--- src/hw/isaPkg.sv ---
package isaPkg;

	localparam int DataWidth = 32;
	localparam int RegCount = 16;
	localparam int RegIndexWidth = $clog2(RegCount);
	localparam int OpcodeWidth = 5;
	localparam int ShiftBits = 5; // only the low bits of rb count as a shift amount
	localparam int DivSteps = DataWidth; // one quotient bit per cycle

	typedef logic [DataWidth-1:0] dataWord;
	typedef logic [2*DataWidth-1:0] productWord;
	typedef logic [RegIndexWidth-1:0] regIndex;
	typedef logic [ShiftBits-1:0] shiftAmount;
	typedef logic [$clog2(DivSteps)-1:0] divStep;

	typedef enum logic [OpcodeWidth-1:0] {
		ldi, // load the carried word into rd
		add,
		sub,
		andOp,
		orOp,
		notOp,
		neg,
		mul, // HI:LO get the signed product
		div, // LO quotient, HI remainder
		rol,
		ror,
		shl,
		shr,
		shra
	} opcode;

	// division by zero gives all ones, remainder keeps the dividend
	localparam dataWord DivZeroQuotient = '1;

	function automatic logic usesRa(opcode op);
		return op != ldi;
	endfunction

	function automatic logic usesRb(opcode op);
		return !(op inside {ldi, notOp, neg});
	endfunction

	function automatic logic isSingleCycle(opcode op);
		return !(op inside {mul, div}); // the others leave HI alone
	endfunction

endpackage

--- src/hw/registerFile.sv ---
module registerFile (
	input logic Clock,
	input logic rst,
	input isaPkg::regIndex rdA,
	input isaPkg::regIndex rdB,
	output isaPkg::dataWord aVal,
	output isaPkg::dataWord bVal,
	input logic wrEn,
	input isaPkg::regIndex wrIndex,
	input isaPkg::dataWord wrData,
	input isaPkg::dataWord hiData,
	input isaPkg::dataWord loData,
	input logic hiWr,
	output isaPkg::dataWord hiNow
);
	import isaPkg::*;

	dataWord regs [RegCount];
	dataWord hiReg;
	dataWord loReg; // architectural LO, follows every result

	always_ff @(posedge Clock) begin
		if (rst) begin
			for (int i = 0; i < RegCount; i++) begin
				regs[i] <= '0;
			end
			hiReg <= '0;
			loReg <= '0;
		end else if (wrEn) begin
			regs[wrIndex] <= wrData;
			loReg <= loData;
			if (hiWr) begin
				hiReg <= hiData; // only mul and div touch HI
			end
		end
	end

	// asynchronous reads for decode
	assign aVal = regs[rdA];
	assign bVal = regs[rdB];
	assign hiNow = hiReg;

endmodule

--- config.mk ---
export PLATFORM = sky130hd
export DESIGN_NAME = registerFile
export DESIGN_NICKNAME = d
export VERILOG_FILES = /design/src/hw/isaPkg.sv /design/src/hw/registerFile.sv
export SDC_FILE = /design/constraint.sdc
export NUM_CORES = 1
export LEC_CHECK = 0
export BUFFER_PORTS_ARGS = -buffer_cell sky130_fd_sc_hd__buf_2
export CORE_MARGIN = 2
export CORE_UTILIZATION = 35
export CTS_BUF_LIST = sky130_fd_sc_hd__clkbuf_2 sky130_fd_sc_hd__clkbuf_4 sky130_fd_sc_hd__clkbuf_8
export CTS_CLUSTER_SIZE = 8
export DETAILED_ROUTE_END_ITERATION = 8
export GPL_TIMING_DRIVEN = 0
export PLACE_DENSITY = 0.54
export SETUP_SLACK_MARGIN = 0.4
export SYNTH_ARGS = -nofsm -noshare
export SYNTH_HDL_FRONTEND = slang
export SYNTH_SLANG_ARGS = --single-unit
--- constraint.sdc ---
create_clock -name Clock -period 2.35 [get_ports Clock]
set_input_delay 0.47 -clock Clock [delete_from_list [all_inputs] [get_ports Clock]]
set_output_delay 0.47 -clock Clock [all_outputs]
set_load 0.05 [all_outputs]
==> impl_metrics.tcl <==
set metrics [dict create \
    syn_area_um2 27600 \
    max_freq_mhz 386 \
    dpl_cell_area_um2 31300 \
    synth-edff-count 512 \
    drive_gt1_frac 0.409 \
    period_needed_ns 2.59 \
    hold_start "wrData[20]" \
    multiInputGateArea_um2 12100 \
    outcome "finished with violations" \
    relSlewSlack 0.360 \
    synth_top_family_by_area "multiplexers" \
    synth_fp_nets 1939 \
    worst-path-buf-inv 4 \
    crit_required_ns 1.88 \
    nFillCells 7202 \
    worstSkewPairLatency_ns 0.68 \
    synth_fa_ha_area_frac 0 \
    area_growth_pct 24.0 \
    synth-compound-area-share 0.0406 \
    postLayoutCellArea_um2 34300 \
    viasPerCell 5.48 \
    initial_core_util 0.351 \
    synth_top_cells_by_count "and2_1, edfxtp_1, mux4_2" \
    grt_max_degree 33 \
    hpwl_um 60200 \
    postLayoutSetupSlackWorst_ns -0.241 \
    stdcell_count 3269 \
    wl_per_cell_um 29.1 \
    io_pins 208 \
    whs_path_depth 2 \
    whs_endpoint "regs[1][20]$_SDFFCE_PN0P_" \
    end_kind "output pin" \
    portBuffers 171 \
    violations "setup timing" \
    synth_area_leaders "edfxtp_1, mux4_2, and2_1" \
    coreArea_um2 78600 \
    drc_errors 0 \
    critPathLaunchType "input pin" \
    avgSynthCellArea_um2 15.1 \
    yosys.area.top_type_share 0.557 \
    p_int_uw 17500 \
    p_leak_uw 0.0119 \
    power_uw 24400 \
    wl_um 95200 \
    clock_sinks 544 \
    fin_tns_setup_ns -12.56 \
    die_height_um 285 \
    pwr-share-seq 0.468 \
    cts_root_buffer "clkbuf_8" \
    grt_overflow 0 \
    gp_congestion 0.793 \
    path_delay_family "buffers and inverters" \
    synth_cell_type_count 22 \
    r2r_slack_ns 1.66 \
    num_vias 17900 \
    synthCells 1827 \
    fin_nets 2248 \
    async_flop_share 0 \
    critPathKind "in -> out" \
    yosys_warnings 0 \
    path_max_fanout 10 \
    setup_violations 64 \
    max_stage_delay_ns 0.56 \
    synth_top_area_cell "edfxtp_1" \
    antenna_found_initial 13 \
    power_density_nw_per_um2 712 \
    worst_pin_slew_ns 0.961 \
    synth_xor_area_frac 0 \
    synth_most_common_cell "and2_1" \
    cts_made_buffers 98 \
    clkTransAtPathRegs_ns 0.06 \
    antenna_left 0 \
    cap_viol_max_count 0 \
    drt_iter0_drc 1650 \
    fin_crit_sh 1.10 \
    placementRows 103 \
    hold_class "in -> reg" \
    hold_viol 0 \
    regArea_um2 16000 \
    die_x_um 285 \
    reg2regPathDepth 2 \
    dr.pass1.iters 7 \
    hold_slack_ns 0.135 \
    reg2reg_to "hiNow[1]$_SDFFE_PP0P_" \
    dieArea_um2 81200 \
    rsz0062_at_grt "yes" \
    grt_use_total 0.233 \
    cp_slowest_cell "clkbuf_2" \
    crit_arrival_ns 2.12 \
    worst_r2r_startpoint "hiNow[1]$_SDFFE_PP0P_" \
    grt_pass1_wl_um 134000 \
    synthSimpleGateAreaFrac 0.144 \
    ys_ff_latch 544 \
    synth_ff_type "edfxtp_1" \
    switchingPower_uw 6830 \
    synth_mux_area_frac 0.209 \
    irDropWorstVdd_mv 0.331 \
    yosysSeqAreaShare 0.580 \
    sw_frac_of_total 0.280 \
    clockBufferDepth 3 \
    htree_levels 3 \
    p_comb_frac 0.169 \
    grt_pass1_vias 19200 \
    skew_ns 0 \
    dp_cells 3048 \
    cp_cell_sequence "buf_2 -> and2_1 -> clkbuf_1 -> clkbuf_2 -> a22oi_2 -> nand2_4 -> buf_6" \
    cts_tree "built" \
    slew_violations 0 \
    pwr-share-clk 0.363 \
]
cell usage in the layout, fill, tap and decap left out, drive strengths merged:
master         instances
nor2                  14
nand4bb                2
clkbuf               264
nand2                130
or2                   22
clkinv                39
nor3                   4
clkinvlp               1
inv                    2
clkdlybuf4s15          2
nor2b                  4
mux4                 256
dfxtp                 32
bufinv                 2
diode                  6
dlygate4sd3           32
a22oi                128
nand2b                 2
and2                 515
buf                  216
nand4b                 1
edfxtp               512
or4b                   1
a21oi                 32
worst max-delay path by stage:
stage / from / to / depth (start not counted)
4_1_cts: regs[7][24]$_SDFFCE_PN0P_ / aVal[24] / 4
3_5_place_dp: rst / regs[12][17]$_SDFFCE_PN0P_ / 4
6_report: rdB[2] / bVal[30] / 7
5_1_grt: regs[2][30]$_SDFFCE_PN0P_ / aVal[30] / 4
3_3_place_gp: rst / regs[12][17]$_SDFFCE_PN0P_ / 4
2_1_floorplan: rdA[0] / aVal[10] / 5
what timing repair did:
| action | CTS | global route |
|---|---|---|
| hold buffers | 32 | 0 |
| cloned | 3 | 3 |
| endpoints found under the hold margin | 32 | 0 |
| setup buffers | 0 | 0 |
| pin swaps | 65 | 60 |
| endpoints found under the setup margin | 483 | 268 |
| gates resized for setup | 194 | 65 |
power by group through the flow:
stage	clock (µW)	sequential, µW	combinational [µW]
finish	8860	11400	4120
global route	9440	11500	4290
CTS	9030	11400	4090
detailed placement	0	11600	3780
global placement	0	11500	3750
floorplan	0	11600	2620
kinds of logic (layout without fill, tap and decap cells):
| group | Yosys count | after routing |
|---|---|---|
| buf+inv | 178 | 558 |
| mux | 256 | 256 |
| compound gates | 160 | 160 |
| flops | 544 | 544 |
| other cells | 0 | 6 |
| simple gates | 689 | 695 |
worst register-to-register path, delay by kind of cell, from the launching register on:
kind,cells,cell delay (ns)
simple gates,1,0.08
flops,1,0.33
compound gates,1,0.20
layout make-up:
type	instances	share of cell area
clock inverters	44	0.00763
flip-flops and latches	544	0.468
multi-input cells	1111	0.354
well taps	1050	0.0384
plain buffers	178	0.0373
clock buffers	133	0.0478
diodes	6	0.000438
repair buffers	203	0.0473
metal layers:
layer / GRT usage / up-vias / wire length [µm]
met5: 0 / - / 12
li1: - / 7639 / -
met3: 0.0491 / 186 / 6610
met1: 0.298 / 9389 / 38800
met4: 0.0870 / 2 / 3160
met2: 0.389 / 683 / 46600
per-stage QoR:
step,utilization,worst slack (ns)
2_1_floorplan,-,0.267
3_3_place_gp,0.398,-1.04
3_5_place_dp,0.398,-1.12
4_1_cts,0.434,-0.310
5_1_grt,0.436,-0.296
6_report,0.436,-0.241
flip-flops by register name (all words and copies together) (netlist names):
register / cells
hiNow: 32
regs: 512
Note: power is estimated with default switching activity, not from simulation.
