===== src/hw/isaPkg.sv =====
package isaPkg;

	localparam int DataWidth = 32;
	localparam int RegCount = 16;
	localparam int RegIndexWidth = $clog2(RegCount);
	localparam int OpcodeWidth = 5;
	localparam int ShiftBits = 5; // only the low bits of rb count as a shift amount
	localparam int DivSteps = DataWidth; // one quotient bit per cycle

	typedef logic [DataWidth-1:0] dataWord;
	typedef logic [2*DataWidth-1:0] productWord;
	typedef logic [RegIndexWidth-1:0] regIndex;
	typedef logic [ShiftBits-1:0] shiftAmount;
	typedef logic [$clog2(DivSteps)-1:0] divStep;

	typedef enum logic [OpcodeWidth-1:0] {
		ldi, // load the carried word into rd
		add,
		sub,
		andOp,
		orOp,
		notOp,
		neg,
		mul, // HI:LO get the signed product
		div, // LO quotient, HI remainder
		rol,
		ror,
		shl,
		shr,
		shra
	} opcode;

	// division by zero gives all ones, remainder keeps the dividend
	localparam dataWord DivZeroQuotient = '1;

	function automatic logic usesRa(opcode op);
		return op != ldi;
	endfunction

	function automatic logic usesRb(opcode op);
		return !(op inside {ldi, notOp, neg});
	endfunction

	function automatic logic isSingleCycle(opcode op);
		return !(op inside {mul, div}); // the others leave HI alone
	endfunction

endpackage


===== src/hw/streamPkg.sv =====
package streamPkg;

	localparam int InstrQueueDepth = 4; // credits the sender holds after reset
	localparam int QueuePtrWidth = $clog2(InstrQueueDepth);
	localparam int ResultCreditMax = 2; // credits the receiver grants after reset
	localparam int CreditWidth = $clog2(ResultCreditMax + 1);

	typedef logic [QueuePtrWidth-1:0] queuePtr;
	typedef logic [QueuePtrWidth:0] queueCount;
	typedef logic [CreditWidth-1:0] creditCount;

	// instruction as it arrives, already fetched
	typedef struct packed {
		isaPkg::opcode op;
		isaPkg::regIndex rd;
		isaPkg::regIndex ra;
		isaPkg::regIndex rb;
		isaPkg::dataWord data; // only meaningful for ldi
	} instrPacket;

	// decode to execute, operands already read
	typedef struct packed {
		isaPkg::opcode op;
		isaPkg::regIndex rd;
		isaPkg::dataWord aVal;
		isaPkg::dataWord bVal;
	} issuePacket;

	typedef struct packed {
		isaPkg::opcode op;
		isaPkg::regIndex rd;
		isaPkg::dataWord hi; // HI after the instruction
		isaPkg::dataWord lo; // goes to rd and LO
	} resultPacket;

endpackage


===== src/hw/aluExecute.sv =====
module aluExecute (
	input logic Clock,
	input logic rst,
	input logic issueValid,
	input streamPkg::issuePacket issue,
	output logic exBusy,
	output logic doneValid,
	output streamPkg::resultPacket done,
	input logic wbFull,
	input isaPkg::dataWord hiNow
);
	import isaPkg::*;
	import streamPkg::*;

	typedef enum logic [1:0] {idle, mulWait, divRun, hold} exState;

	exState state;
	divStep step;
	resultPacket doneReg;
	logic keepHi; // single-cycle op, report live HI
	dataWord opA; // dividend is kept here for the zero divisor case
	dataWord opB;
	productWord product;
	dataWord quo;
	dataWord rem;
	dataWord divisor;
	logic quoNeg;
	logic remNeg;
	logic divZero;
	logic [DataWidth:0] remShift;
	logic [DataWidth:0] trial;
	dataWord nextQuo;
	dataWord nextRem;
	dataWord finalQuo;
	dataWord finalRem;
	logic lastStep;

	function automatic dataWord aluSingle(opcode op, dataWord a, dataWord b);
		shiftAmount amt;
		productWord rotL;
		productWord rotR;
		amt = b[ShiftBits-1:0];
		rotL = {a, a} << amt;
		rotR = {a, a} >> amt;
		case (op)
			add: return a + b;
			sub: return a - b;
			andOp: return a & b;
			orOp: return a | b;
			notOp: return ~a;
			neg: return -a;
			rol: return rotL[2*DataWidth-1 -: DataWidth];
			ror: return rotR[DataWidth-1:0];
			shl: return a << amt;
			shr: return a >> amt;
			shra: return $signed(a) >>> amt;
			default: return a; // ldi, word already in aVal
		endcase
	endfunction

	// sign extend both sides, low 64 bits of the product are exact
	assign product = {{DataWidth{opA[DataWidth-1]}}, opA} * {{DataWidth{opB[DataWidth-1]}}, opB};

	// restoring shift-subtract on magnitudes
	assign remShift = {rem, quo[DataWidth-1]};
	assign trial = remShift - {1'b0, divisor};
	assign nextRem = trial[DataWidth] ? remShift[DataWidth-1:0] : trial[DataWidth-1:0];
	assign nextQuo = {quo[DataWidth-2:0], ~trial[DataWidth]};
	assign finalQuo = divZero ? DivZeroQuotient : (quoNeg ? -nextQuo : nextQuo);
	assign finalRem = divZero ? opA : (remNeg ? -nextRem : nextRem); // sign follows dividend
	assign lastStep = (step == divStep'(DivSteps - 1));

	always_ff @(posedge Clock) begin
		if (rst) begin
			state <= idle;
			step <= '0;
		end else if (issueValid) begin
			step <= '0;
			if (issue.op == mul) begin
				state <= mulWait;
			end else if (issue.op == div) begin
				state <= divRun;
			end else begin
				state <= hold;
			end
		end else begin
			case (state)
				mulWait: state <= hold;
				divRun: begin
					step <= step + 1'b1;
					if (lastStep) begin
						state <= hold;
					end
				end
				hold: if (!wbFull) state <= idle; // writeback took it this cycle
				default: state <= idle;
			endcase
		end
	end

	always_ff @(posedge Clock) begin
		if (issueValid) begin
			doneReg.op <= issue.op;
			doneReg.rd <= issue.rd;
			doneReg.lo <= aluSingle(issue.op, issue.aVal, issue.bVal);
			keepHi <= isSingleCycle(issue.op);
			opA <= issue.aVal;
			opB <= issue.bVal;
			quo <= issue.aVal[DataWidth-1] ? -issue.aVal : issue.aVal;
			divisor <= issue.bVal[DataWidth-1] ? -issue.bVal : issue.bVal;
			rem <= '0;
			quoNeg <= issue.aVal[DataWidth-1] ^ issue.bVal[DataWidth-1];
			remNeg <= issue.aVal[DataWidth-1];
			divZero <= (issue.bVal == '0);
		end else if (state == mulWait) begin
			doneReg.hi <= product[2*DataWidth-1 -: DataWidth];
			doneReg.lo <= product[DataWidth-1:0];
		end else if (state == divRun) begin
			quo <= nextQuo;
			rem <= nextRem;
			if (lastStep) begin
				doneReg.hi <= finalRem;
				doneReg.lo <= finalQuo;
			end
		end
	end

	assign doneValid = (state == hold);
	assign exBusy = (state == mulWait) || (state == divRun) || (state == hold && wbFull);

	// HI is sampled when writeback is empty, so earlier results are already in it
	always_comb begin
		done = doneReg;
		if (keepHi) begin
			done.hi = hiNow;
		end
	end

endmodule


===== config.mk =====
export PLATFORM = sky130hd
export DESIGN_NAME = aluExecute
export DESIGN_NICKNAME = d
export VERILOG_FILES = /design/src/hw/isaPkg.sv /design/src/hw/streamPkg.sv /design/src/hw/aluExecute.sv
export SDC_FILE = /design/constraint.sdc
export NUM_CORES = 2
export LEC_CHECK = 0
export BUFFER_PORTS_ARGS = -buffer_cell sky130_fd_sc_hd__buf_2
export CORE_ASPECT_RATIO = 1.4
export CORE_MARGIN = 10
export CORE_UTILIZATION = 55
export DETAILED_ROUTE_END_ITERATION = 8
export GPL_TIMING_DRIVEN = 0
export PLACE_DENSITY = 0.83
export SYNTH_ARGS = -nofsm -noshare
export SYNTH_HDL_FRONTEND = slang
export SYNTH_SLANG_ARGS = --single-unit

===== constraint.sdc =====
create_clock -name Clock -period 13.7 [get_ports Clock]
set_input_delay 2.055 -clock Clock [delete_from_list [all_inputs] [get_ports Clock]]
set_output_delay 2.055 -clock Clock [all_outputs]
set_load 0.01 [all_outputs]

==> results by group <==
Min path
  • Min-Delay Endpoint: step[4]
  • Hold path startpoint: step[4]
  • Min-delay worst type: reg -> reg
  • Worst hold path stage count: 2

Timing
  • Final Hold Viols: 0
  • RSZ-0062 raised after global routing: false
  • Fmax: roughly 90 MHz
  • Worst hold slack: 0.546 ns
  • Endpoints failing setup: 0
  • Setup WS post-layout: 2.56 ns
  • Max-slew violation count: 110
  • Worst-Margin Slew: 1.67 ns
  • Fin Setup TNS: 0 ns
  • Tcrit/Tclk final: approximately four fifths
  • Skew final: 0.0621 ns
  • Max_slew headroom: -11.6%
  • Minimum clock period: roughly 11 ns

Setup path
  • CP startpoint kind: flip-flop
  • Crit path required time: 14.09 ns
  • Setup slack, reg-to-reg: 2.56 ns
  • Reg-to-Reg Start: opA[18]
  • CP Capture Type: flip-flop
  • FF-to-FF path depth: 25
  • Crit path kind: reg -> reg
  • Worst Path Arrival: 11.53 ns
  • Worst-path maximum fanout: 10
  • Worst R2R End: doneReg[54]

Clocking
  • Clock Tree Root: clkbuf_16
  • Clk buf depth: 3
  • Total CTS buffers: 25
  • H-tree Lvls: 1
  • Clk sinks: 242
  • Post-CTS Setup Bufs: 0
  • Worst-skew pair later-pin latency: between 0.6 and 0.7 ns
  • Post-CTS Hold Buffers: 0
  • CTS tree: done
  • Post-cts resize count: 0
  • Clk slew on worst S/H paths: approximately 0.070 ns

Placed design
  • Post-DP HPWL: 247 mm
  • Place WS: 2.83 ns
  • Port bufs: 183
  • Gpl congestion: 1.19
  • Dpl cell area: 0.0620 mm2

Outcome
  • Failing checks: max-capacitance violations, max-slew violations
  • Outcome: finished, violations left

Drt
  • Avg WL per Cell: 36.9 um
  • DRC viols: 0
  • Via count: 56300
  • WL met1: 90.5 mm
  • Drt total wl: around 310 mm
  • DR vias/cell: 6.72
  • Drt pass-1 iters: 8
  • Met2 Routed Length: 133 mm
  • Final ANT Viol Nets: 0
  • DR iter-0 viols: 7304
  • DR WL met3: 38.9 mm
  • Max layer used: met5

Die
  • Ports: 184
  • Site Rows: 142
  • Initial Utilization: 55.3%
  • CORE AREA: 0.107 mm2
  • Die W: 297 um
  • Die area: 0.121 mm2
  • Die span in y: between 400 and 500 um

Logic synthesis
  • Post-Synth Adder-Cell Area: 42.2%
  • Ranking of synthesized cells by area: fa_1 (37%), edfxtp_1 (10%), inv_1 (6.7%)
  • Sequential-to-total area share from yosys stat: 11.6%
  • Syn_nets: 8106
  • Post-Synth Simple-Gate Area: 16.5%
  • Synthesis warning total: 0
  • Cells after Synth: 6651
  • Synth Area in Compound Gates: 11.7%
  • Largest family of logic cells by synthesized area: adder cells
  • Synth cell count leaders: fa_1 (1084), inv_1 (1052), nand2_1 (764)
  • XOR/XNOR Fraction of Synth Area: under 10%
  • Avg Inst Size Synth: 8.89 um2
  • Post-synth top flop: edfxtp_1
  • Synth async-reset ratio: 0%
  • Synthesized area: 0.0591 mm2
  • Flops & latches, synth: 242
  • Cell taking the most area after synthesis: fa_1
  • Mux contribution to synthesized area: 3.71%
  • Yosys cell types: roughly 100
  • Top-count cell post-synth: fa_1
  • Yosys top cell area share: roughly 37%
  • Number of synthesized flops with an enable pin: about 200

Cells and area
  • Share of post-route cells with drive strength above 1: approximately 6.3%
  • Total Nets Final: about 8300
  • P&R area growth vs syn: 6.73%
  • Post-route cell area: 0.0631 mm2
  • Layout fillers: approximately 9400

GRT
  • First-pass GRT wire length: between 400 and 500 mm
  • Pin count of the biggest net entering global routing: 68
  • Total Routing Usage GR: 51.4%
  • Grt total ovfl: 0
  • Vias in the first global route: 58600
  • Antenna violations before repair: 60

Run
  • Maximum Capacitance Violations: 18
## cell families (layout without fill, tap and decap cells)
kind of cell | count (synthesis) | after routing
AND/OR/NAND/NOR | 2011 | 2011
buffers and inverters | 1519 | 1760
adder cells (fa/ha/maj) | 1346 | 1346
AO/OA/AOI/OAI | 1063 | 1063
XOR/XNOR | 284 | 284
flip-flops | 242 | 242
multiplexers | 186 | 186
other | 0 | 40
## metal layers
metal / track usage (%) / vias up
met1: 50.3 / 27300
met2: 76.6 / 4951
met5: 0.317 / -
li1: - / 21800
met3: 22.1 / 2186
met4: 58.2 / 28
## layout make-up
| cell class | instances | area [um2] | share of cell area (%) |
|---|---|---|---|
| repair buffers | 195 | 1090 | 1.72 |
| multi-input cells | 4890 | 46500 | 73.7 |
| diodes | 40 | 100 | 0.159 |
| plain buffers | 458 | 1900 | 3.02 |
| clock inverters | 18 | 229 | 0.363 |
| inverters | 1061 | 3980 | 6.31 |
| clock buffers | 28 | 637 | 1.01 |
| flip-flops and latches | 242 | 6880 | 10.9 |
| well taps | 1440 | 1800 | 2.86 |
## cell usage in the layout (no fill, tap or decap), drive strengths merged, types with 167 or more instances in the layout
| master | synthesis | layout |
|---|---|---|
| and2 | 520 | 520 |
| nand2 | 764 | 764 |
| inv | 1057 | 1063 |
| xnor2 | 167 | 167 |
| o21ai | 242 | 242 |
| ha | 262 | 262 |
| buf | 88 | 283 |
| fa | 1084 | 1084 |
| edfxtp | 203 | 203 |
| clkbuf | 370 | 398 |
| a21oi | 293 | 293 |
| nor2 | 360 | 360 |
## worst max path at each step
| stage | startpoint | slack (ns) | to |
|---|---|---|---|
| floorplan | opA[31] | 5.37 | doneReg[62] |
| global placement | issue[0] | 2.84 | done[23] |
| detailed placement | issue[0] | 2.83 | done[23] |
| CTS | opA[31] | 3.03 | doneReg[58] |
| global route | issue[0] | 2.62 | done[21] |
| finish | opA[18] | 2.56 | doneReg[54] |
## flip-flops by register name, indices dropped and copies added, names as in the netlist
register / flops
quoNeg: 1
doneReg: 32
divisor: 31
divZero: 1
opA: 32
rem: 32
state: 2
keepHi: 1
step: 5
quo: 32
opB: 32
done: 41
## per-stage QoR
step | util [%] | std cells
floorplan | - | 6651
global route | 58.9 | 8340
detailed placement | 57.9 | 8281
global placement | 57.8 | 8274
CTS | 58.8 | 8327
finish | 59.0 | 8372
## worst max-delay path, stage by stage, from the launching register on
cell      delay (ns)
edfxtp_1        1.16
clkbuf_1        0.88
nand2_1         0.18
fa_1            0.84
fa_1            0.52
fa_1            0.48
fa_1            0.55
inv_1           0.05
fa_1            0.48
fa_1            0.46
fa_1            0.52
inv_1           0.06
fa_1            0.54
inv_1           0.06
ha_1            0.37
a21oi_1         0.25
o21ai_0         0.18
a221o_1         0.34
a221oi_1        0.43
a21o_1          0.57
o22ai_1         0.34
a22oi_1         0.54
nand2b_1        0.18
a221oi_1        0.36
xor2_1          0.13
a22oi_1         0.44
Power is not shown: default switching activity piles up to over one toggle a cycle in this logic, so the estimate is an artifact.
