## config.mk

```make
export PLATFORM = sky130hd
export DESIGN_NAME = resultWriteback
export DESIGN_NICKNAME = d
export VERILOG_FILES = /design/src/hw/isaPkg.sv /design/src/hw/streamPkg.sv /design/src/hw/resultWriteback.sv
export SDC_FILE = /design/constraint.sdc
export NUM_CORES = 1
export LEC_CHECK = 0
export CELL_PAD_IN_SITES_DETAIL_PLACEMENT = 1
export CELL_PAD_IN_SITES_GLOBAL_PLACEMENT = 1
export CORE_UTILIZATION = 24
export DETAILED_ROUTE_END_ITERATION = 10
export DONT_BUFFER_PORTS = 1
export PLACE_DENSITY_LB_ADDON = 0.1
export SETUP_SLACK_MARGIN = 0.3
export SYNTH_ARGS = -nofsm -noshare
export SYNTH_HDL_FRONTEND = slang
export SYNTH_SLANG_ARGS = --single-unit
```

## constraint.sdc

```tcl
create_clock -name Clock -period 5.7 [get_ports Clock]
set_input_delay 1.71 -clock Clock [delete_from_list [all_inputs] [get_ports Clock]]
set_output_delay 1.71 -clock Clock [all_outputs]
set_load 0.05 [all_outputs]
```

## src/hw/isaPkg.sv

```systemverilog
package isaPkg;

	localparam int DataWidth = 32;
	localparam int RegCount = 16;
	localparam int RegIndexWidth = $clog2(RegCount);
	localparam int OpcodeWidth = 5;
	localparam int ShiftBits = 5; // only the low bits of rb count as a shift amount
	localparam int DivSteps = DataWidth; // one quotient bit per cycle

	typedef logic [DataWidth-1:0] dataWord;
	typedef logic [2*DataWidth-1:0] productWord;
	typedef logic [RegIndexWidth-1:0] regIndex;
	typedef logic [ShiftBits-1:0] shiftAmount;
	typedef logic [$clog2(DivSteps)-1:0] divStep;

	typedef enum logic [OpcodeWidth-1:0] {
		ldi, // load the carried word into rd
		add,
		sub,
		andOp,
		orOp,
		notOp,
		neg,
		mul, // HI:LO get the signed product
		div, // LO quotient, HI remainder
		rol,
		ror,
		shl,
		shr,
		shra
	} opcode;

	// division by zero gives all ones, remainder keeps the dividend
	localparam dataWord DivZeroQuotient = '1;

	function automatic logic usesRa(opcode op);
		return op != ldi;
	endfunction

	function automatic logic usesRb(opcode op);
		return !(op inside {ldi, notOp, neg});
	endfunction

	function automatic logic isSingleCycle(opcode op);
		return !(op inside {mul, div}); // the others leave HI alone
	endfunction

endpackage

```

## src/hw/streamPkg.sv

```systemverilog
package streamPkg;

	localparam int InstrQueueDepth = 4; // credits the sender holds after reset
	localparam int QueuePtrWidth = $clog2(InstrQueueDepth);
	localparam int ResultCreditMax = 2; // credits the receiver grants after reset
	localparam int CreditWidth = $clog2(ResultCreditMax + 1);

	typedef logic [QueuePtrWidth-1:0] queuePtr;
	typedef logic [QueuePtrWidth:0] queueCount;
	typedef logic [CreditWidth-1:0] creditCount;

	// instruction as it arrives, already fetched
	typedef struct packed {
		isaPkg::opcode op;
		isaPkg::regIndex rd;
		isaPkg::regIndex ra;
		isaPkg::regIndex rb;
		isaPkg::dataWord data; // only meaningful for ldi
	} instrPacket;

	// decode to execute, operands already read
	typedef struct packed {
		isaPkg::opcode op;
		isaPkg::regIndex rd;
		isaPkg::dataWord aVal;
		isaPkg::dataWord bVal;
	} issuePacket;

	typedef struct packed {
		isaPkg::opcode op;
		isaPkg::regIndex rd;
		isaPkg::dataWord hi; // HI after the instruction
		isaPkg::dataWord lo; // goes to rd and LO
	} resultPacket;

endpackage

```

## src/hw/resultWriteback.sv

```systemverilog
module resultWriteback (
	input logic Clock,
	input logic rst,
	input logic doneValid,
	input streamPkg::resultPacket done,
	output logic wbFull,
	output logic resultValid,
	output streamPkg::resultPacket result,
	input logic resultCredit,
	output logic wrEn,
	output isaPkg::regIndex wrIndex,
	output isaPkg::dataWord wrData,
	output isaPkg::dataWord hiData,
	output isaPkg::dataWord loData,
	output logic hiWr,
	output logic clearBusy,
	output isaPkg::regIndex clearIndex
);
	import isaPkg::*;
	import streamPkg::*;

	resultPacket buffer; // one-entry result buffer
	logic bufValid;
	creditCount credits;
	logic take;

	assign take = doneValid && !bufValid;
	assign wbFull = bufValid; // stays high through the send cycle

	// send as soon as a credit is there
	assign resultValid = bufValid && (credits != '0);
	assign result = buffer;

	// registers are written in the cycle the result leaves
	assign wrEn = resultValid;
	assign wrIndex = buffer.rd;
	assign wrData = buffer.lo;
	assign loData = buffer.lo;
	assign hiData = buffer.hi;
	assign hiWr = !isSingleCycle(buffer.op);

	assign clearBusy = resultValid;
	assign clearIndex = buffer.rd;

	always_ff @(posedge Clock) begin
		if (take) begin
			buffer <= done;
		end
	end

	always_ff @(posedge Clock) begin
		if (rst) begin
			bufValid <= 1'b0;
			credits <= creditCount'(ResultCreditMax);
		end else begin
			if (resultValid) begin
				bufValid <= 1'b0;
			end else if (take) begin
				bufValid <= 1'b1;
			end
			// return and spend in one cycle cancel out
			credits <= credits - creditCount'(resultValid) + creditCount'(resultCredit);
		end
	end

endmodule

```

==> impl_metrics.sql, run 1 <==
INSERT INTO impl_metrics (metric_group, metric, value, unit) VALUES
('power', 'power.leakage', '1.13', 'nW'),
('worst_setup_path', 'crit_path_start_kind', 'flop', ''),
('yosys', 'synthesis.yosys.warnings', '0', ''),
('cts', 'cts-hold-fix-buffers', '0', ''),
('route', 'routed-via-count', '1108', ''),
('yosys', 'synth_seq_cells', '76', ''),
('floorplanning', 'die_h', '117', 'um'),
('cts', 'cts_made_buffers', '9', ''),
('yosys', 'number_of_enable_type_register_cells_in_the_synthesized_netlist', '73', ''),
('sta', 'timing.fmax', '0.245', 'GHz'),
('yosys', 'synth_largest_type_area_fraction', '0.691', ''),
('sta', 'tightestPinTransition', '1.04', 'ns'),
('final_layout', 'layout_area_overhead', '0.631', '%'),
('yosys', 'synth_top_cell_by_area', 'edfxtp_1', ''),
('yosys', 'postSynthCellCount', '196', ''),
('global_routing', 'grt_pass1_wl', '6.92', 'mm'),
('global_routing', 'antenna_found_initial', '0', ''),
('yosys', 'dominantRegCellSynth', 'edfxtp_1', ''),
('floorplanning', 'initial_util', '0.248', ''),
('sta', 'layout_skew', '0.00338', 'ns'),
('worst_setup_path', 'path_class', 'flop to primary output', ''),
('yosys', 'synth_nets', '275', ''),
('global_routing', 'gr-total-overflow', '0', ''),
('global_routing', 'maximum_number_of_pins_on_one_net_before_global_route_repair', '40', ''),
('worst_setup_path', 'crit_chain', 'or4b_1 > a21oi_1', ''),
('global_routing', 'grt_pass1_vias', '1269', ''),
('worst_setup_path', 'reg2reg_depth', '2', ''),
('floorplanning', 'die_width', '117', 'um'),
('cts', 'cts_tree', 'yes', ''),
('sta', 'min_period_over_period', '0.717', ''),
('cts', 'ctsLongestPathBuffers', '2', ''),
('final_layout', 'final_util', '0.250', ''),
('worst_hold_path', 'cell_count_of_the_worst_hold_path', '2', ''),
('sta', 'max-slew-margin-rel', '0.310', ''),
('run', 'timing.max_cap.violations', '0', ''),
('cts', 'post-cts-setup-buffers', '0', ''),
('sta', 'grt_setup_unrepaired', 'false', ''),
('worst_setup_path', 'crit_slowest_cell', 'a21oi_1', ''),
('worst_setup_path', 'regToRegSetupSlack', '3.32', 'ns'),
('worst_setup_path', 'critical_path_peak_fanout', '3', ''),
('worst_hold_path', 'min-delay-path-class', 'flop to flop', ''),
('sta', 'timing.final.crit_period', '4.09', 'ns'),
('floorplanning', 'die_area', '13700', 'sq um'),
('cts', 'cts_resized', '0', ''),
('sta', 'maxSlewViolCount', '0', ''),
('sta', 'timing_hold_violations_final', '0', ''),
('final_layout', 'drive_above_1_share', '0.375', ''),
('power', 'ir_worst_vdd', '0.203', 'mV'),
('route', 'antenna_violating_nets_left', '0', ''),
('yosys', 'syn-mean-instance-area', '16.2', 'sq um'),
('route', 'post_drt_via_cell_ratio', '3.51', ''),
('sta', 'timing.final.setup_violations', '0', ''),
('worst_setup_path', 'crit_path_max_incr_delay', '0.83', 'ns'),
('yosys', 'async_flop_share', '0', ''),
('route', 'drtPass1Iterations', '3', ''),
('yosys', 'most_frequent_cell_after_synthesis', 'buf_4', ''),
('route', 'drt_iter0_markers', '45', ''),
('worst_setup_path', 'end_kind', 'primary output', ''),
('cts', 'worst_skew_pair.late_latency', '0.33', 'ns'),
('cts', 'cell_at_the_root_of_the_clock_tree', 'clkbuf_16', ''),
('floorplanning', 'std_cell_rows', '41', ''),
('placement', 'port_buffers', '0', ''),
('yosys', 'post_synth_instance_area', '3170', 'sq um'),
('power', 'power_density', '511', 'nW/um^2'),
('final_layout', 'fin_nets', '218', ''),
('cts', 'cts_sinks', '76', ''),
('global_routing', 'grt_use_total', '0.0777', ''),
('final_layout', 'antenna_cells', '0', ''),
('worst_setup_path', 'crit_required', '3.99', 'ns'),
('yosys', 'synth_seq_area_share', '0.710', ''),
('floorplanning', 'design.core.area', '12800', 'sq um'),
('sta', 'setup-tns-final', '0', 'ns'),
('cts', 'ctsHtreeMaxLevel', '3', ''),
('cts', 'clk_pin_slew', '0.05', 'ns'),
('route', 'routed_wire_length_per_instance', '16.7', 'um'),
('worst_setup_path', 'cp_data_arrival_time', '2.38', 'ns'),
('yosys', 'synth_top_cells_by_count', '106 x buf_4, 73 x edfxtp_1, 3 x dfxtp_1', ''),
('yosys', 'ys_types', '14', ''),
('floorplanning', 'boundaryPins', '259', ''),
('placement', 'gp_routability_congestion', '0.582', ''),
('route', 'detail_route.drc_violations', '0', ''),
('yosys', 'post_synth_main_area_contributors', 'edfxtp_1 69%, buf_4 25%, dfxtp_1 1.9%', ''),
('run_status', 'outcome', 'finished, final reports clean', ''),
('route', 'finalWirelength', '5.29', 'mm');
==> per-stage QoR <==
stage	instance area, sq um	power, mW	hold slack, ns	std cells	setup slack, ns
after floorplan	3170	1.09	0.599	196	1.63
after global placement	2880	1.06	0.614	300	1.96
after detailed placement	2880	1.06	0.657	300	1.95
after CTS	3190	1.66	0.660	316	1.58
after global routing	3190	1.70	0.689	316	1.51
final	3190	1.63	0.650	316	1.61
==> routing by layer <==
| metal | part of all wire | global-route usage | vias to the layer above |
|---|---|---|---|
| met2 | 0.52 | 0.130 | 127 |
| li1 | - | - | 454 |
| met3 | 0.14 | 0.0582 | 13 |
| met5 | 0 | 0 | - |
| met1 | 0.30 | 0.0593 | 514 |
| met4 | 0.032 | 0.0641 | 0 |
==> critical path: cells and delay by family, from the launching register on <==
| kind | cells | cell delay (ns) |
|---|---|---|
| DFF | 1 | 0.61 |
| and+or+nand+nor | 1 | 0.59 |
| AOI/OAI and AO/OA | 1 | 0.83 |
==> cell families after synthesis <==
family                   Yosys count  synth area share
AND/OR/NAND/NOR                    6            0.0142
XOR/XNOR                           1           0.00710
buffers and inverters            108             0.253
AO/OA/AOI/OAI                      3           0.00710
adder cells (fa/ha/maj)            2           0.00789
flip-flops                        76             0.710
==> layout by cell type (no fill, tap or decap) <==
cell type,n
buf_4,38
o21ba_2,1
dfxtp_1,3
clkinv_2,3
nor3b_1,1
o21a_1,1
clkbuf_1,1
ha_1,2
bufinv_16,2
nor2b_4,1
xnor3_1,1
clkinv_1,1
inv_1,2
nand2b_1,1
edfxtp_1,73
nor2b_1,1
or4b_1,1
clkbuf_16,9
a21oi_1,1
nand4b_1,1
==> power by group <==
part           switching (mW)  total [mW]  internal (mW)  leakage (nW)
registers               0.134       0.797          0.662         0.727
logic                   0.216       0.252         0.0359         0.251
clock network           0.203       0.582          0.379         0.154
==> registers in the layout, indices dropped and copies added, names as in the netlist <==
signal,cells
hiData,32
loData,32
result,5
clearIndex,4
credits,2
wbFull,1
==> layout make-up <==
| type | instances | area, sq um |
|---|---|---|
| fill | 1317 | 9580 |
| sequential | 76 | 2250 |
| timing repair buffer | 38 | 285 |
| clock buffer | 10 | 229 |
| tap | 172 | 215 |
| multi-input combinational | 12 | 123 |
| clock inverter | 6 | 78.8 |
| inverter | 2 | 7.51 |
==> final timing paths <==
| kind | from | to |
|---|---|---|
| setup reg to reg | wbFull | hiData[6] |
| hold / removal | credits[0] | wbFull |
| hold reg to reg | credits[0] | wbFull |
| setup / recovery | result[69] | hiWr |
(Power assumes the default switching activity.)
==> run 2: changes to the inputs <==
Settings changed: ABC_AREA from default to 1.
Clock period 5.7 ns to 3.4 ns, I/O delays scaled along.
==> run 2 against run 1 <==
Compared with the run above:
- worst setup slack worse by 0.97 ns
- area after synthesis increased by 0.51%
- final area up 2.0%
- combinational power rose by 84%
- routed wire length grew 8.1%
- clock skew is 0.00079 ns higher
- non-clock buffer count rose by 1
- clock-buffer cell count unchanged
- clock power grew 82%
- largest cell class unchanged
- largest power group unchanged
==> impl_metrics.sql, run 2 <==
INSERT INTO impl_metrics (metric_group, metric, value, unit) VALUES
('yosys', 'dominantRegCellSynth', 'edfxtp_1', ''),
('placement', 'dp_hpwl', '4.14', 'mm'),
('power', 'power_frac_clock', '0.370', ''),
('floorplanning', 'design.core.area', '12800', 'sq um'),
('cts', 'ctsHtreeMaxLevel', '3', ''),
('global_routing', 'grt_pass1_wl', '7.40', 'mm'),
('worst_hold_path', 'cell_count_of_the_worst_hold_path', '3', ''),
('power', 'power_frac_seq', '0.469', ''),
('placement', 'port_buffers', '0', ''),
('final_layout', 'most_common_library_cell_in_the_layout_ignoring_fill_and_taps', 'edfxtp_1', ''),
('placement', 'dp_worst_setup_slack', '0.994', 'ns'),
('yosys', 'synth_top_cells_by_count', '106 x buf_4, 73 x edfxtp_1, 10 x inv_1', ''),
('worst_setup_path', 'regToRegSetupSlack', '1.67', 'ns'),
('power', 'total_switching_power', '0.990', 'mW'),
('route', 'drtPass1Iterations', '4', ''),
('power', 'power.leakage', '1.18', 'nW'),
('floorplanning', 'std_cell_rows', '41', ''),
('yosys', 'synthesis.yosys.warnings', '0', ''),
('sta', 'max-slew-margin-rel', '0.373', ''),
('worst_setup_path', 'path_class', 'flop to primary output', ''),
('power', 'power_density', '883', 'nW/um^2'),
('yosys', 'synth_nets', '290', ''),
('cts', 'cts-hold-fix-buffers', '0', ''),
('yosys', 'post_synth_instance_area', '3190', 'sq um'),
('worst_hold_path', 'hold_path_end', 'credits[1]', ''),
('floorplanning', 'die_width', '117', 'um'),
('final_layout', 'fin_nets', '234', ''),
('power', 'ir_worst_vdd', '0.249', 'mV'),
('power', 'p_total', '2.87', 'mW'),
('global_routing', 'grt_pass1_vias', '1333', ''),
('worst_setup_path', 'cp_data_arrival_time', '1.73', 'ns'),
('yosys', 'ys_types', '13', ''),
('worst_hold_path', 'min-delay-path-class', 'flop to flop', ''),
('route', 'antenna_violating_nets_left', '0', ''),
('final_layout', 'final_util', '0.255', ''),
('cts', 'cts_sinks', '76', ''),
('global_routing', 'grt_use_total', '0.0804', ''),
('global_routing', 'antenna_found_initial', '2', ''),
('route', 'finalWirelength', '5.72', 'mm'),
('worst_setup_path', 'critical_path_peak_fanout', '4', ''),
('sta', 'tightestPinTransition', '0.943', 'ns'),
('sta', 'setup-tns-final', '0', 'ns'),
('cts', 'cts_made_buffers', '9', ''),
('yosys', 'number_of_enable_type_register_cells_in_the_synthesized_netlist', '73', ''),
('global_routing', 'maximum_number_of_pins_on_one_net_before_global_route_repair', '74', ''),
('run', 'timing.max_cap.violations', '0', ''),
('run_status', 'outcome', 'finished, final reports clean', ''),
('placement', 'gp_routability_congestion', '0.570', ''),
('yosys', 'synth_top_cell_by_area', 'edfxtp_1', ''),
('sta', 'timing.fmax', '0.363', 'GHz'),
('yosys', 'synth_largest_type_area_fraction', '0.688', ''),
('final_layout', 'drive_above_1_share', '0.338', ''),
('cts', 'post-cts-setup-buffers', '0', ''),
('worst_setup_path', 'reg2reg_depth', '7', ''),
('sta', 'timing.final.setup_violations', '0', ''),
('yosys', 'syn-mean-instance-area', '15.1', 'sq um'),
('cts', 'clk_pin_slew', '0.05', 'ns'),
('worst_hold_path', 'worstHoldStart', 'credits[1]', ''),
('cts', 'ctsLongestPathBuffers', '2', ''),
('worst_setup_path', 'timing.rr.end', 'credits[1]', ''),
('yosys', 'postSynthCellCount', '211', ''),
('cts', 'cell_at_the_root_of_the_clock_tree', 'clkbuf_16', ''),
('sta', 'min_period_over_period', '0.810', ''),
('global_routing', 'gr-total-overflow', '0', ''),
('sta', 'maxSlewViolCount', '0', ''),
('yosys', 'synth_seq_area_share', '0.707', ''),
('route', 'routed-via-count', '1169', ''),
('final_layout', 'num-fill-cells', '1329', ''),
('floorplanning', 'die_area', '13700', 'sq um'),
('worst_setup_path', 'crit-reg2reg-launch', 'wbFull', ''),
('sta', 'grt_setup_unrepaired', 'false', ''),
('final_layout', 'layout_area_overhead', '2.08', '%'),
('sta', 'setup_ws_final', '0.645', 'ns'),
('sta', 'timing_hold_violations_final', '0', ''),
('yosys', 'synth_seq_cells', '76', ''),
('route', 'routed_wire_length_per_instance', '17.2', 'um'),
('final_layout', 'mostFrequentLayoutCells', '73 x edfxtp_1, 38 x buf_4, 10 x inv_1', ''),
('route', 'post_drt_via_cell_ratio', '3.51', ''),
('sta', 'timing.final.crit_period', '2.75', 'ns'),
('power', 'p_int', '1.88', 'mW'),
('worst_setup_path', 'crit_path_start_kind', 'flop', ''),
('route', 'drt_iter0_markers', '46', ''),
('power', 'power.share.switching', '0.345', ''),
('floorplanning', 'die_h', '117', 'um'),
('power', 'share_comb_of_total_power', '0.162', ''),
('worst_setup_path', 'end_kind', 'primary output', ''),
('cts', 'worst_skew_pair.late_latency', '0.33', 'ns'),
('route', 'detail_route.drc_violations', '0', ''),
('yosys', 'post_synth_main_area_contributors', 'edfxtp_1 69%, buf_4 25%, dfxtp_1 1.9%', ''),
('floorplanning', 'boundaryPins', '259', ''),
('cts', 'cts_tree', 'yes', ''),
('cts', 'cts_resized', '0', ''),
('worst_setup_path', 'crit_required', '2.38', 'ns'),
('sta', 'layout_skew', '0.00417', 'ns'),
('sta', 'whs', '0.583', 'ns'),
('floorplanning', 'initial_util', '0.249', ''),
('worst_setup_path', 'worstSetupStartpoint', 'wbFull', ''),
('yosys', 'most_frequent_cell_after_synthesis', 'buf_4', ''),
('yosys', 'async_flop_share', '0', '');
run 2: cell types whose count changed after synthesis, moves of 2 or more:
| cell | change |
|---|---|
| nor2b_1 | -2 |
| nand3_1 | +2 |
| inv_1 | +8 |
| nand2_1 | +5 |
| nor2_1 | +5 |
run 2: kinds of logic (layout without fill, tap and decap cells):
family | after synthesis | after routing | share of synthesized area
buf+inv | 116 | 65 | 0.261
flops | 76 | 76 | 0.707
simple gates | 13 | 13 | 0.0169
compound gates | 4 | 4 | 0.00706
fa+ha+maj | 2 | 2 | 0.00785
other cells | 0 | 1 | 0
run 2: per-layer routing:
metal | global-route usage | up-vias | share of wire
li1 | - | 493 | -
met1 | 0.0654 | 539 | 0.30
met2 | 0.130 | 123 | 0.51
met3 | 0.0685 | 12 | 0.17
met4 | 0.0506 | 2 | 0.018
met5 | 0 | - | 0.0030
run 2: layout make-up:
class	count	area (sq um)	area share
flip-flops and latches	76	2250	0.692
clock inverters	6	103	0.0315
repair buffers	39	305	0.0938
multi-input cells	19	109	0.0335
diodes	1	2.50	0.000769
clock buffers	10	229	0.0704
well taps	172	215	0.0662
inverters	10	37.5	0.0115
run 2: stage by stage:
| step | cell area (sq um) | cells |
|---|---|---|
| after floorplan | 3190 | 211 |
| after global placement | 2920 | 316 |
| after detailed placement | 2920 | 316 |
| after CTS | 3250 | 332 |
| after global routing | 3250 | 332 |
| final | 3250 | 333 |
run 2: worst max path at each step:
| stage | endpoint | slack, ns | cells after the start |
|---|---|---|---|
| finish | wrEn | 0.65 | 2 |
| global route | wrEn | 0.56 | 2 |
| CTS | wrEn | 0.62 | 2 |
| detailed placement | wrEn | 0.99 | 2 |
| global placement | wrEn | 1.03 | 2 |
| floorplan | resultValid | 0.82 | 2 |
run 2: power groups by stage:
stage,Combinational (mW),Sequential [mW],Clock [mW]
3_5_place_dp,0.469,1.37,0
4_1_cts,0.470,1.35,1.10
3_3_place_gp,0.463,1.37,0
6_report,0.464,1.35,1.06
2_1_floorplan,0.490,1.38,0
5_1_grt,0.488,1.36,1.14
run 2: critical path, stage by stage (launching register included):
cell and delay (ns):
dfxtp_1 0.72, o21a_1 0.28, buf_4 0.41
